$ cat src/fire2_pkg.sv
package fire2_pkg;

	//////////////////////////////////////////////////
	// Fixed-point widths
	//////////////////////////////////////////////////

	// Activation, weight and output word
	localparam int DATA_W = 16;
	// Accumulator and bias word
	localparam int ACC_W = 32;
	// Q2.14 fraction
	localparam int FRAC_BITS = 14;

	//////////////////////////////////////////////////
	// Layer geometry
	//////////////////////////////////////////////////

	// One MAC lane per output channel
	localparam int NUM_LANES = 4;
	localparam int KDIM = 3;
	localparam int CHIN = 2;
	// Taps per output pixel
	localparam int TAPS = KDIM * KDIM * CHIN;
	localparam int TAP_W = 5;
	// Output feature map side
	localparam int WOUT = 3;
	localparam int NUM_PIXELS = WOUT * WOUT;
	localparam int PIX_W = 4;

	//////////////////////////////////////////////////
	// Weight and bias contents
	//////////////////////////////////////////////////

	// Small integer weights spread over -32..31
	function automatic logic signed [DATA_W-1:0] weight_of(input int lane, input int tap);
		int raw;
		raw = ((lane * 7 + tap * 3) % 64) - 32;
		return DATA_W'(raw);
	endfunction

	// Bias sits at the product scale, Q4.28
	// Lanes 0 and 1 get a negative bias so ReLU is exercised
	function automatic logic signed [ACC_W-1:0] bias_of(input int lane);
		int raw;
		raw = (lane - 2) <<< (FRAC_BITS * 2);
		return ACC_W'(raw);
	endfunction

endpackage

$ cat src/weight_rom.sv
`timescale 1ns/1ps

module weight_rom (
	input  logic                                clk,
	input  logic        [fire2_pkg::TAP_W-1:0]  tap_addr,
	output logic signed [fire2_pkg::DATA_W-1:0] kernels [fire2_pkg::NUM_LANES]
);

	// Constant table, one row per tap
	logic signed [fire2_pkg::DATA_W-1:0] rom [fire2_pkg::TAPS][fire2_pkg::NUM_LANES];

	genvar t, l;
	generate
		for (t = 0; t < fire2_pkg::TAPS; t++) begin : g_tap
			for (l = 0; l < fire2_pkg::NUM_LANES; l++) begin : g_lane
				assign rom[t][l] = fire2_pkg::weight_of(l, t);
			end
		end
	endgenerate

	// Registered read, all lanes of one tap at once
	always_ff @(posedge clk) begin
		for (int i = 0; i < fire2_pkg::NUM_LANES; i++) begin
			kernels[i] <= rom[tap_addr][i];
		end
	end

	// Sequencer wraps before the top of the address space
	a_addr_range: assert property (
		@(posedge clk) int'(tap_addr) < fire2_pkg::TAPS
	) else $error("tap_addr %0d out of range", tap_addr);

endmodule

$ cat src/mac.sv
`timescale 1ns/1ps

module mac (
	input  logic                                clk,
	input  logic                                rst_n,
	input  logic                                en,
	input  logic                                clr,
	input  logic signed [fire2_pkg::DATA_W-1:0] pix,
	input  logic signed [fire2_pkg::DATA_W-1:0] ker,
	output logic signed [fire2_pkg::ACC_W-1:0]  acc_out
);

	// Running sum of the current pixel
	logic signed [fire2_pkg::ACC_W-1:0] acc;
	// Full precision product, Q4.28
	logic signed [fire2_pkg::ACC_W-1:0] prod;

	assign prod = pix * ker;

	always_ff @(posedge clk) begin
		if (!rst_n) begin
			acc     <= '0;
			acc_out <= '0;
		end else if (en) begin
			if (clr) begin
				// Last tap goes straight into the result
				acc_out <= acc + prod;
				// Next pixel starts from zero
				acc     <= '0;
			end else begin
				acc <= acc + prod;
			end
		end
		// Enable low holds everything
	end

endmodule

$ cat src/squeeze_sequencer.sv
`timescale 1ns/1ps

module squeeze_sequencer (
	input  logic                         clk,
	input  logic                         rst_n,
	input  logic                         en_d1,
	input  logic                         en_d2,
	output logic [fire2_pkg::TAP_W-1:0]  tap_addr,
	output logic                         clr,
	output logic                         sum_ready,
	output logic                         layer_done
);

	// Last tap seen on en_d1 and lined up with en_d2
	logic                        last_tap_d;
	// Finished pixels
	logic [fire2_pkg::PIX_W-1:0] pix_cnt;

	//////////////////////////////////////////////////
	// Tap address
	//////////////////////////////////////////////////

	always_ff @(posedge clk) begin
		if (!rst_n) begin
			tap_addr <= '0;
		end else if (en_d1) begin
			if (int'(tap_addr) == fire2_pkg::TAPS - 1)
				tap_addr <= '0;
			else
				tap_addr <= tap_addr + 1'b1;
		end
	end

	//////////////////////////////////////////////////
	// Clear pulse and sum ready
	//////////////////////////////////////////////////

	always_ff @(posedge clk) begin
		if (!rst_n) begin
			last_tap_d <= 1'b0;
			sum_ready  <= 1'b0;
		end else begin
			last_tap_d <= en_d1 && (int'(tap_addr) == fire2_pkg::TAPS - 1);
			// MAC result valid one cycle after clr
			sum_ready  <= clr;
		end
	end

	// Same cycle as the last product at the MAC inputs
	assign clr = last_tap_d && en_d2;

	//////////////////////////////////////////////////
	// Pixel count and layer end
	//////////////////////////////////////////////////

	always_ff @(posedge clk) begin
		if (!rst_n) begin
			pix_cnt    <= '0;
			layer_done <= 1'b0;
		end else if (sum_ready && int'(pix_cnt) < fire2_pkg::NUM_PIXELS) begin
			pix_cnt <= pix_cnt + 1'b1;
			// Sticky once the last pixel is out
			if (int'(pix_cnt) == fire2_pkg::NUM_PIXELS - 1)
				layer_done <= 1'b1;
		end
	end

	// Last tap still enabled one stage later at the MACs
	a_last_tap_aligned: assert property (
		@(posedge clk) disable iff (!rst_n) last_tap_d |-> en_d2
	) else $error("last tap of a pixel lost before the MAC stage");

	// No finished pixel beyond the layer size
	a_pix_bound: assert property (
		@(posedge clk) disable iff (!rst_n)
			sum_ready |-> int'(pix_cnt) < fire2_pkg::NUM_PIXELS
	) else $error("pixel count %0d past layer size", pix_cnt);

endmodule

$ cat src/requant_relu.sv
`timescale 1ns/1ps

module requant_relu (
	input  logic                                clk,
	input  logic                                rst_n,
	input  logic                                capture,
	input  logic signed [fire2_pkg::ACC_W-1:0]  sums [fire2_pkg::NUM_LANES],
	output logic signed [fire2_pkg::DATA_W-1:0] ofm  [fire2_pkg::NUM_LANES]
);

	// Sum plus lane bias, still Q4.28
	logic signed [fire2_pkg::ACC_W-1:0] biased [fire2_pkg::NUM_LANES];

	always_comb begin
		for (int i = 0; i < fire2_pkg::NUM_LANES; i++) begin
			biased[i] = sums[i] + fire2_pkg::bias_of(i);
		end
	end

	// Q4.28 back to Q2.14, bits 30:29 dropped without saturation
	always_ff @(posedge clk) begin
		if (!rst_n) begin
			for (int i = 0; i < fire2_pkg::NUM_LANES; i++) begin
				ofm[i] <= '0;
			end
		end else if (capture) begin
			for (int i = 0; i < fire2_pkg::NUM_LANES; i++) begin
				// ReLU
				if (biased[i][fire2_pkg::ACC_W-1])
					ofm[i] <= '0;
				else
					ofm[i] <= {biased[i][fire2_pkg::ACC_W-1],
						biased[i][fire2_pkg::FRAC_BITS+fire2_pkg::DATA_W-2:fire2_pkg::FRAC_BITS]};
			end
		end
	end

endmodule

$ cat src/fire2_squeeze.sv
`timescale 1ns/1ps

module fire2_squeeze (
	input  logic                                clk,
	input  logic                                rst_n,
	input  logic                                squeeze_en_i,
	input  logic signed [fire2_pkg::DATA_W-1:0] ifm_i,
	input  logic                                ram_feedback,
	output logic                                sample,
	output logic                                finish,
	output logic signed [fire2_pkg::DATA_W-1:0] ofm [fire2_pkg::NUM_LANES]
);

	// Input alignment stages
	logic                                en_d1;
	logic                                en_d2;
	logic signed [fire2_pkg::DATA_W-1:0] ifm_d1;
	logic signed [fire2_pkg::DATA_W-1:0] ifm_d2;

	// Sequencer outputs
	logic [fire2_pkg::TAP_W-1:0] tap_addr;
	logic                        clr;
	logic                        sum_ready;
	logic                        layer_done;

	// Per-lane weights and sums
	logic signed [fire2_pkg::DATA_W-1:0] kernels [fire2_pkg::NUM_LANES];
	logic signed [fire2_pkg::ACC_W-1:0]  sums    [fire2_pkg::NUM_LANES];

	// Sticky RAM feedback
	logic fb_latch;

	//////////////////////////////////////////////////
	// Input alignment
	//////////////////////////////////////////////////

	// Stage 1 drives the ROM address, stage 2 meets the ROM data
	always_ff @(posedge clk) begin
		if (!rst_n) begin
			en_d1  <= 1'b0;
			en_d2  <= 1'b0;
			ifm_d1 <= '0;
			ifm_d2 <= '0;
		end else begin
			en_d1  <= squeeze_en_i;
			ifm_d1 <= ifm_i;
			en_d2  <= en_d1;
			ifm_d2 <= ifm_d1;
		end
	end

	//////////////////////////////////////////////////
	// Control and weights
	//////////////////////////////////////////////////

	squeeze_sequencer u_sequencer (
		.clk        (clk),
		.rst_n      (rst_n),
		.en_d1      (en_d1),
		.en_d2      (en_d2),
		.tap_addr   (tap_addr),
		.clr        (clr),
		.sum_ready  (sum_ready),
		.layer_done (layer_done)
	);

	weight_rom u_weight_rom (
		.clk      (clk),
		.tap_addr (tap_addr),
		.kernels  (kernels)
	);

	//////////////////////////////////////////////////
	// MAC lanes, shared activation
	//////////////////////////////////////////////////

	genvar k;
	generate
		for (k = 0; k < fire2_pkg::NUM_LANES; k++) begin : g_lane
			mac u_mac (
				.clk     (clk),
				.rst_n   (rst_n),
				.en      (en_d2),
				.clr     (clr),
				.pix     (ifm_d2),
				.ker     (kernels[k]),
				.acc_out (sums[k])
			);
		end
	endgenerate

	// Capture on sum_ready, one cycle after clr
	requant_relu u_requant (
		.clk     (clk),
		.rst_n   (rst_n),
		.capture (sum_ready),
		.sums    (sums),
		.ofm     (ofm)
	);

	//////////////////////////////////////////////////
	// Sample, feedback and finish
	//////////////////////////////////////////////////

	always_ff @(posedge clk) begin
		if (!rst_n) begin
			sample   <= 1'b0;
			fb_latch <= 1'b0;
		end else begin
			// ofm is updated on the same edge
			sample <= sum_ready;
			if (ram_feedback)
				fb_latch <= 1'b1;
		end
	end

	// Downstream RAM feedback overrides layer end
	assign finish = layer_done && !fb_latch;

endmodule

$ cat config.mk
export PLATFORM = sky130hd
export DESIGN_NAME = fire2_squeeze
export DESIGN_NICKNAME = d
export VERILOG_FILES = /design/src/fire2_pkg.sv /design/src/weight_rom.sv /design/src/mac.sv /design/src/squeeze_sequencer.sv /design/src/requant_relu.sv /design/src/fire2_squeeze.sv
export SDC_FILE = /design/constraint.sdc
export NUM_CORES = 2
export LEC_CHECK = 0
export CAP_MARGIN = 15
export CORE_MARGIN = 2
export CORE_UTILIZATION = 65
export CTS_BUF_LIST = sky130_fd_sc_hd__clkbuf_16
export CTS_CLUSTER_SIZE = 40
export DETAILED_ROUTE_END_ITERATION = 10
export DONT_BUFFER_PORTS = 1
export GPL_TIMING_DRIVEN = 0
export PLACE_DENSITY = 0.81
export SLEW_MARGIN = 30
export SYNTH_ARGS = -nofsm -noshare
export SYNTH_HDL_FRONTEND = slang
export SYNTH_SLANG_ARGS = --single-unit
$ cat constraint.sdc
create_clock -name clk -period 13.5 [get_ports clk]
set_input_delay 0.675 -clock clk [delete_from_list [all_inputs] [get_ports clk]]
set_output_delay 0.675 -clock clk [all_outputs]
set_load 0.05 [all_outputs]
==> results.cfg <==
[logic_synthesis]
synth-seq-cells = 328
synth_cells = 5262
synth-async-reset-ratio_pct = 0
syn_area_per_cell_um2 = 9.29
synth_top_area_share_pct = 40.2
ys_top_cells_by_area = fa_1, dfxtp_1, ha_1, inv_1, and2_1
netlist_area_um2 = 48900
seq_area_frac_synth_pct = 13.4
synthFlopType = dfxtp_1
synth_top_cell_by_area = fa_1
synth-edff-count = 0
synth_cell_types = 89
ys_warn_count = 0

[floorplanning]
die-height_um = 278
die_area_um2 = 77400
start_util_pct = 65.7
core_area_um2 = 74400
die_w_um = 278
fp-row-count = 100
ios = 86

[setup_path]
critPathCaptureType = flip-flop
required_ps = 14050
worst-path-buf-inv = 7
reg2reg_slack_ps = 4430
critPathKind = reg2reg
startpoint_type = flip-flop
cp_cell_sequence = clkbuf_1 > clkbuf_1 > nand2_1 > inv_1 > fa_1 > fa_1 > inv_1 > fa_1 > inv_1 > fa_1 > fa_1 > inv_1 > fa_1 > inv_1 > ha_1 > and3_1 > nand3_1 > nor3_1 > o21ai_0 > a31oi_1 > nor3_1 > nor3_1 > o21a_1
slowest_delay_ps = 810
cpMostUsedCell = fa_1
critPathMaxFanout = 10
reg2reg_from = ifm_d2[5]
rr_worst_depth = 23
crit_cells = 23
critPathArrivalTime_ps = 9620
critPathTopFamily = adder cells
rr_endpoint = g_lane[0].u_mac.acc_out[25]
slowest_stage = clkbuf_1

[sta]
tightest_slew_ps = 1130
clock-skew-final_ps = 26.1
fmax_mhz = 110
finalCriticalPeriod_ps = 9070
slew_headroom_pct = 25.0
rsz0062_at_grt = false
final_hold_viol_count = 0
maxSlewViolCount = 0
setup_slack_ps = 4430
setup_viol = 0
setup_tns_ps = 0
fin_crit_sh_pct = 67.2

[route]
drc = 0
ant_nets = 0
totalWireLength_mm = 143
viasPerCell = 5.74
drt-wirelength-per-cell_um = 22.7
drt_first_pass_iters = 7
drt-initial-drc-count = 3234
num_vias = 36245

[worst_hold_path]
whs_path_depth = 1
hp-class = in2reg
min-delay-start = ram_feedback
holdPathEnd = fb_latch

[power_and_ir_drop]
p_leak_nw = 26.6
ir_drop_v = 0.000363
power_density_nw_per_um2 = 221

[clocking]
cts_setup_buffers = 0
cts-root-buf = clkbuf_16
cts-resized-gates = 0
cts_made_buffers = 39
clk_latency_ps = 620
hold_buffers = 0
clk_pin_slew_ps = 60
htree_levels = 2
clock_path_buffers = 3
tritoncts = done
clock-sinks = 328

[placed_design]
dp.cells = 6235
post_dp_cell_area_um2 = 50200
post-place-ws_ps = 4920
gp_congestion = 1.01
io_buffer_count = 0
dp_hpwl_mm = 117

[finish]
area_growth_pct = 5.28
finalNonFillerCells = 6310
final_common_cell = inv_1
layout.nets = 6738
utilization_pct = 69.2
layout_common_cells = inv_1, fa_1, ha_1
design_area_um2 = 51500
drive_gt1_share_pct = 2.30

[global_route]
grt_max_degree = 31
antenna_found_initial = 11
grt_pass1_vias = 38123
grt_pass1_wl_mm = 220
grt.overflow.total = 0
grt_use_total_pct = 38.3

[outcome]
status = completed

[flow_run]
drv_cap = 0
## logic make-up after synthesis
group,share of synthesized area (%)
DFF,13.4
xor gates and xnor gates,2.83
adders and majority gates,51.2
buffers and inverters,11.9
other,0.00767
AOI/OAI and AO/OA,8.33
muxes,0.123
and+or+nand+nor,12.2
## synth_stat cells (16+ instances only)
master / n
and3_1: 16
and2_1: 288
nor2_1: 161
clkbuf_1: 180
ha_1: 429
nand3_1: 46
a211oi_1: 19
inv_1: 1346
a21o_1: 55
nand4_1: 20
xor2_1: 52
fa_1: 982
nor2b_1: 178
xnor2_1: 106
a21boi_0: 24
a31oi_1: 18
a21oi_1: 218
a22o_1: 25
nor3_1: 19
o21a_1: 19
dfxtp_1: 328
o21ai_0: 136
nand2b_1: 18
nand2_1: 384
## worst max path at each step
stage / start / to / slack, ps
2_1_floorplan: ifm_d2[15] / g_lane[0].u_mac.acc_out[30] / 6820
3_3_place_gp: ifm_d2[5] / g_lane[3].u_mac.acc_out[31] / 4790
3_5_place_dp: ifm_d2[5] / g_lane[0].u_mac.acc_out[25] / 4920
4_1_cts: ifm_d2[5] / g_lane[0].u_mac.acc_out[25] / 4890
5_1_grt: ifm_d2[15] / g_lane[2].u_mac.acc[29] / 4450
6_report: ifm_d2[5] / g_lane[0].u_mac.acc_out[25] / 4430
## area by class of cell
class                   instances  area (um2)
diodes                          3        7.51
clock buffers                  39         976
clock inverters                33         303
plain buffers                 199         795
multi-input cells            3390       36600
well taps                     969        1210
flip-flops and latches        328        6570
repair buffers                  1        11.3
fillers                      5832       23000
inverters                    1348        5060
## flip-flops by register name, summed over array words and instances (netlist names)
name / flops
g_lane.u_mac.acc: 128
g_lane.u_mac.acc_out: 70
u_requant.ofm: 60
u_weight_rom.kernels: 22
ifm_d1: 16
ifm_d2: 16
u_sequencer.tap_addr: 5
u_sequencer.pix_cnt: 4
en_d1: 1
en_d2: 1
fb_latch: 1
sample: 1
u_sequencer.last_tap_d: 1
u_sequencer.layer_done: 1
u_sequencer.sum_ready: 1
## where the power goes
group / leakage [nW] / switching [W] / internal [W]
clock: 0.621 / 0.000516 / 0.000599
combinational: 23.3 / 0.00593 / 0.00318
sequential: 2.66 / 0.0000755 / 0.00106
## worst reg2reg max path: stages (launching register included)
cell and delay (ps):
dfxtp_1 350, clkbuf_1 820, clkbuf_1 710, nand2_1 230, inv_1 350, fa_1 520, fa_1 500, inv_1 50
fa_1 520, inv_1 50, fa_1 390, fa_1 510, inv_1 50, fa_1 480, inv_1 40, ha_1 540
and3_1 520, nand3_1 150, nor3_1 780, o21ai_0 470, a31oi_1 330, nor3_1 100, nor3_1 380, o21a_1 190
## layer usage
metal  up-vias  part of all wire, %  wire length (um)  GRT usage (%)
met5         -                 0.10               148              0
met4        10                  6.7              9650           20.7
met3       458                   12             17500           12.5
met2      1823                   44             63300           58.7
met1     18008                   37             52400           48.4
li1      15946                    -                 -              -
## stage by stage
stage / hold WS (ps) / total power, W
after floorplan: 412 / 0.00720
after global placement: 415 / 0.00955
after detailed placement: 419 / 0.00976
after CTS: 176 / 0.0110
after global routing: 194 / 0.0121
final: 180 / 0.0114
Power figures use the tool's default switching activity.
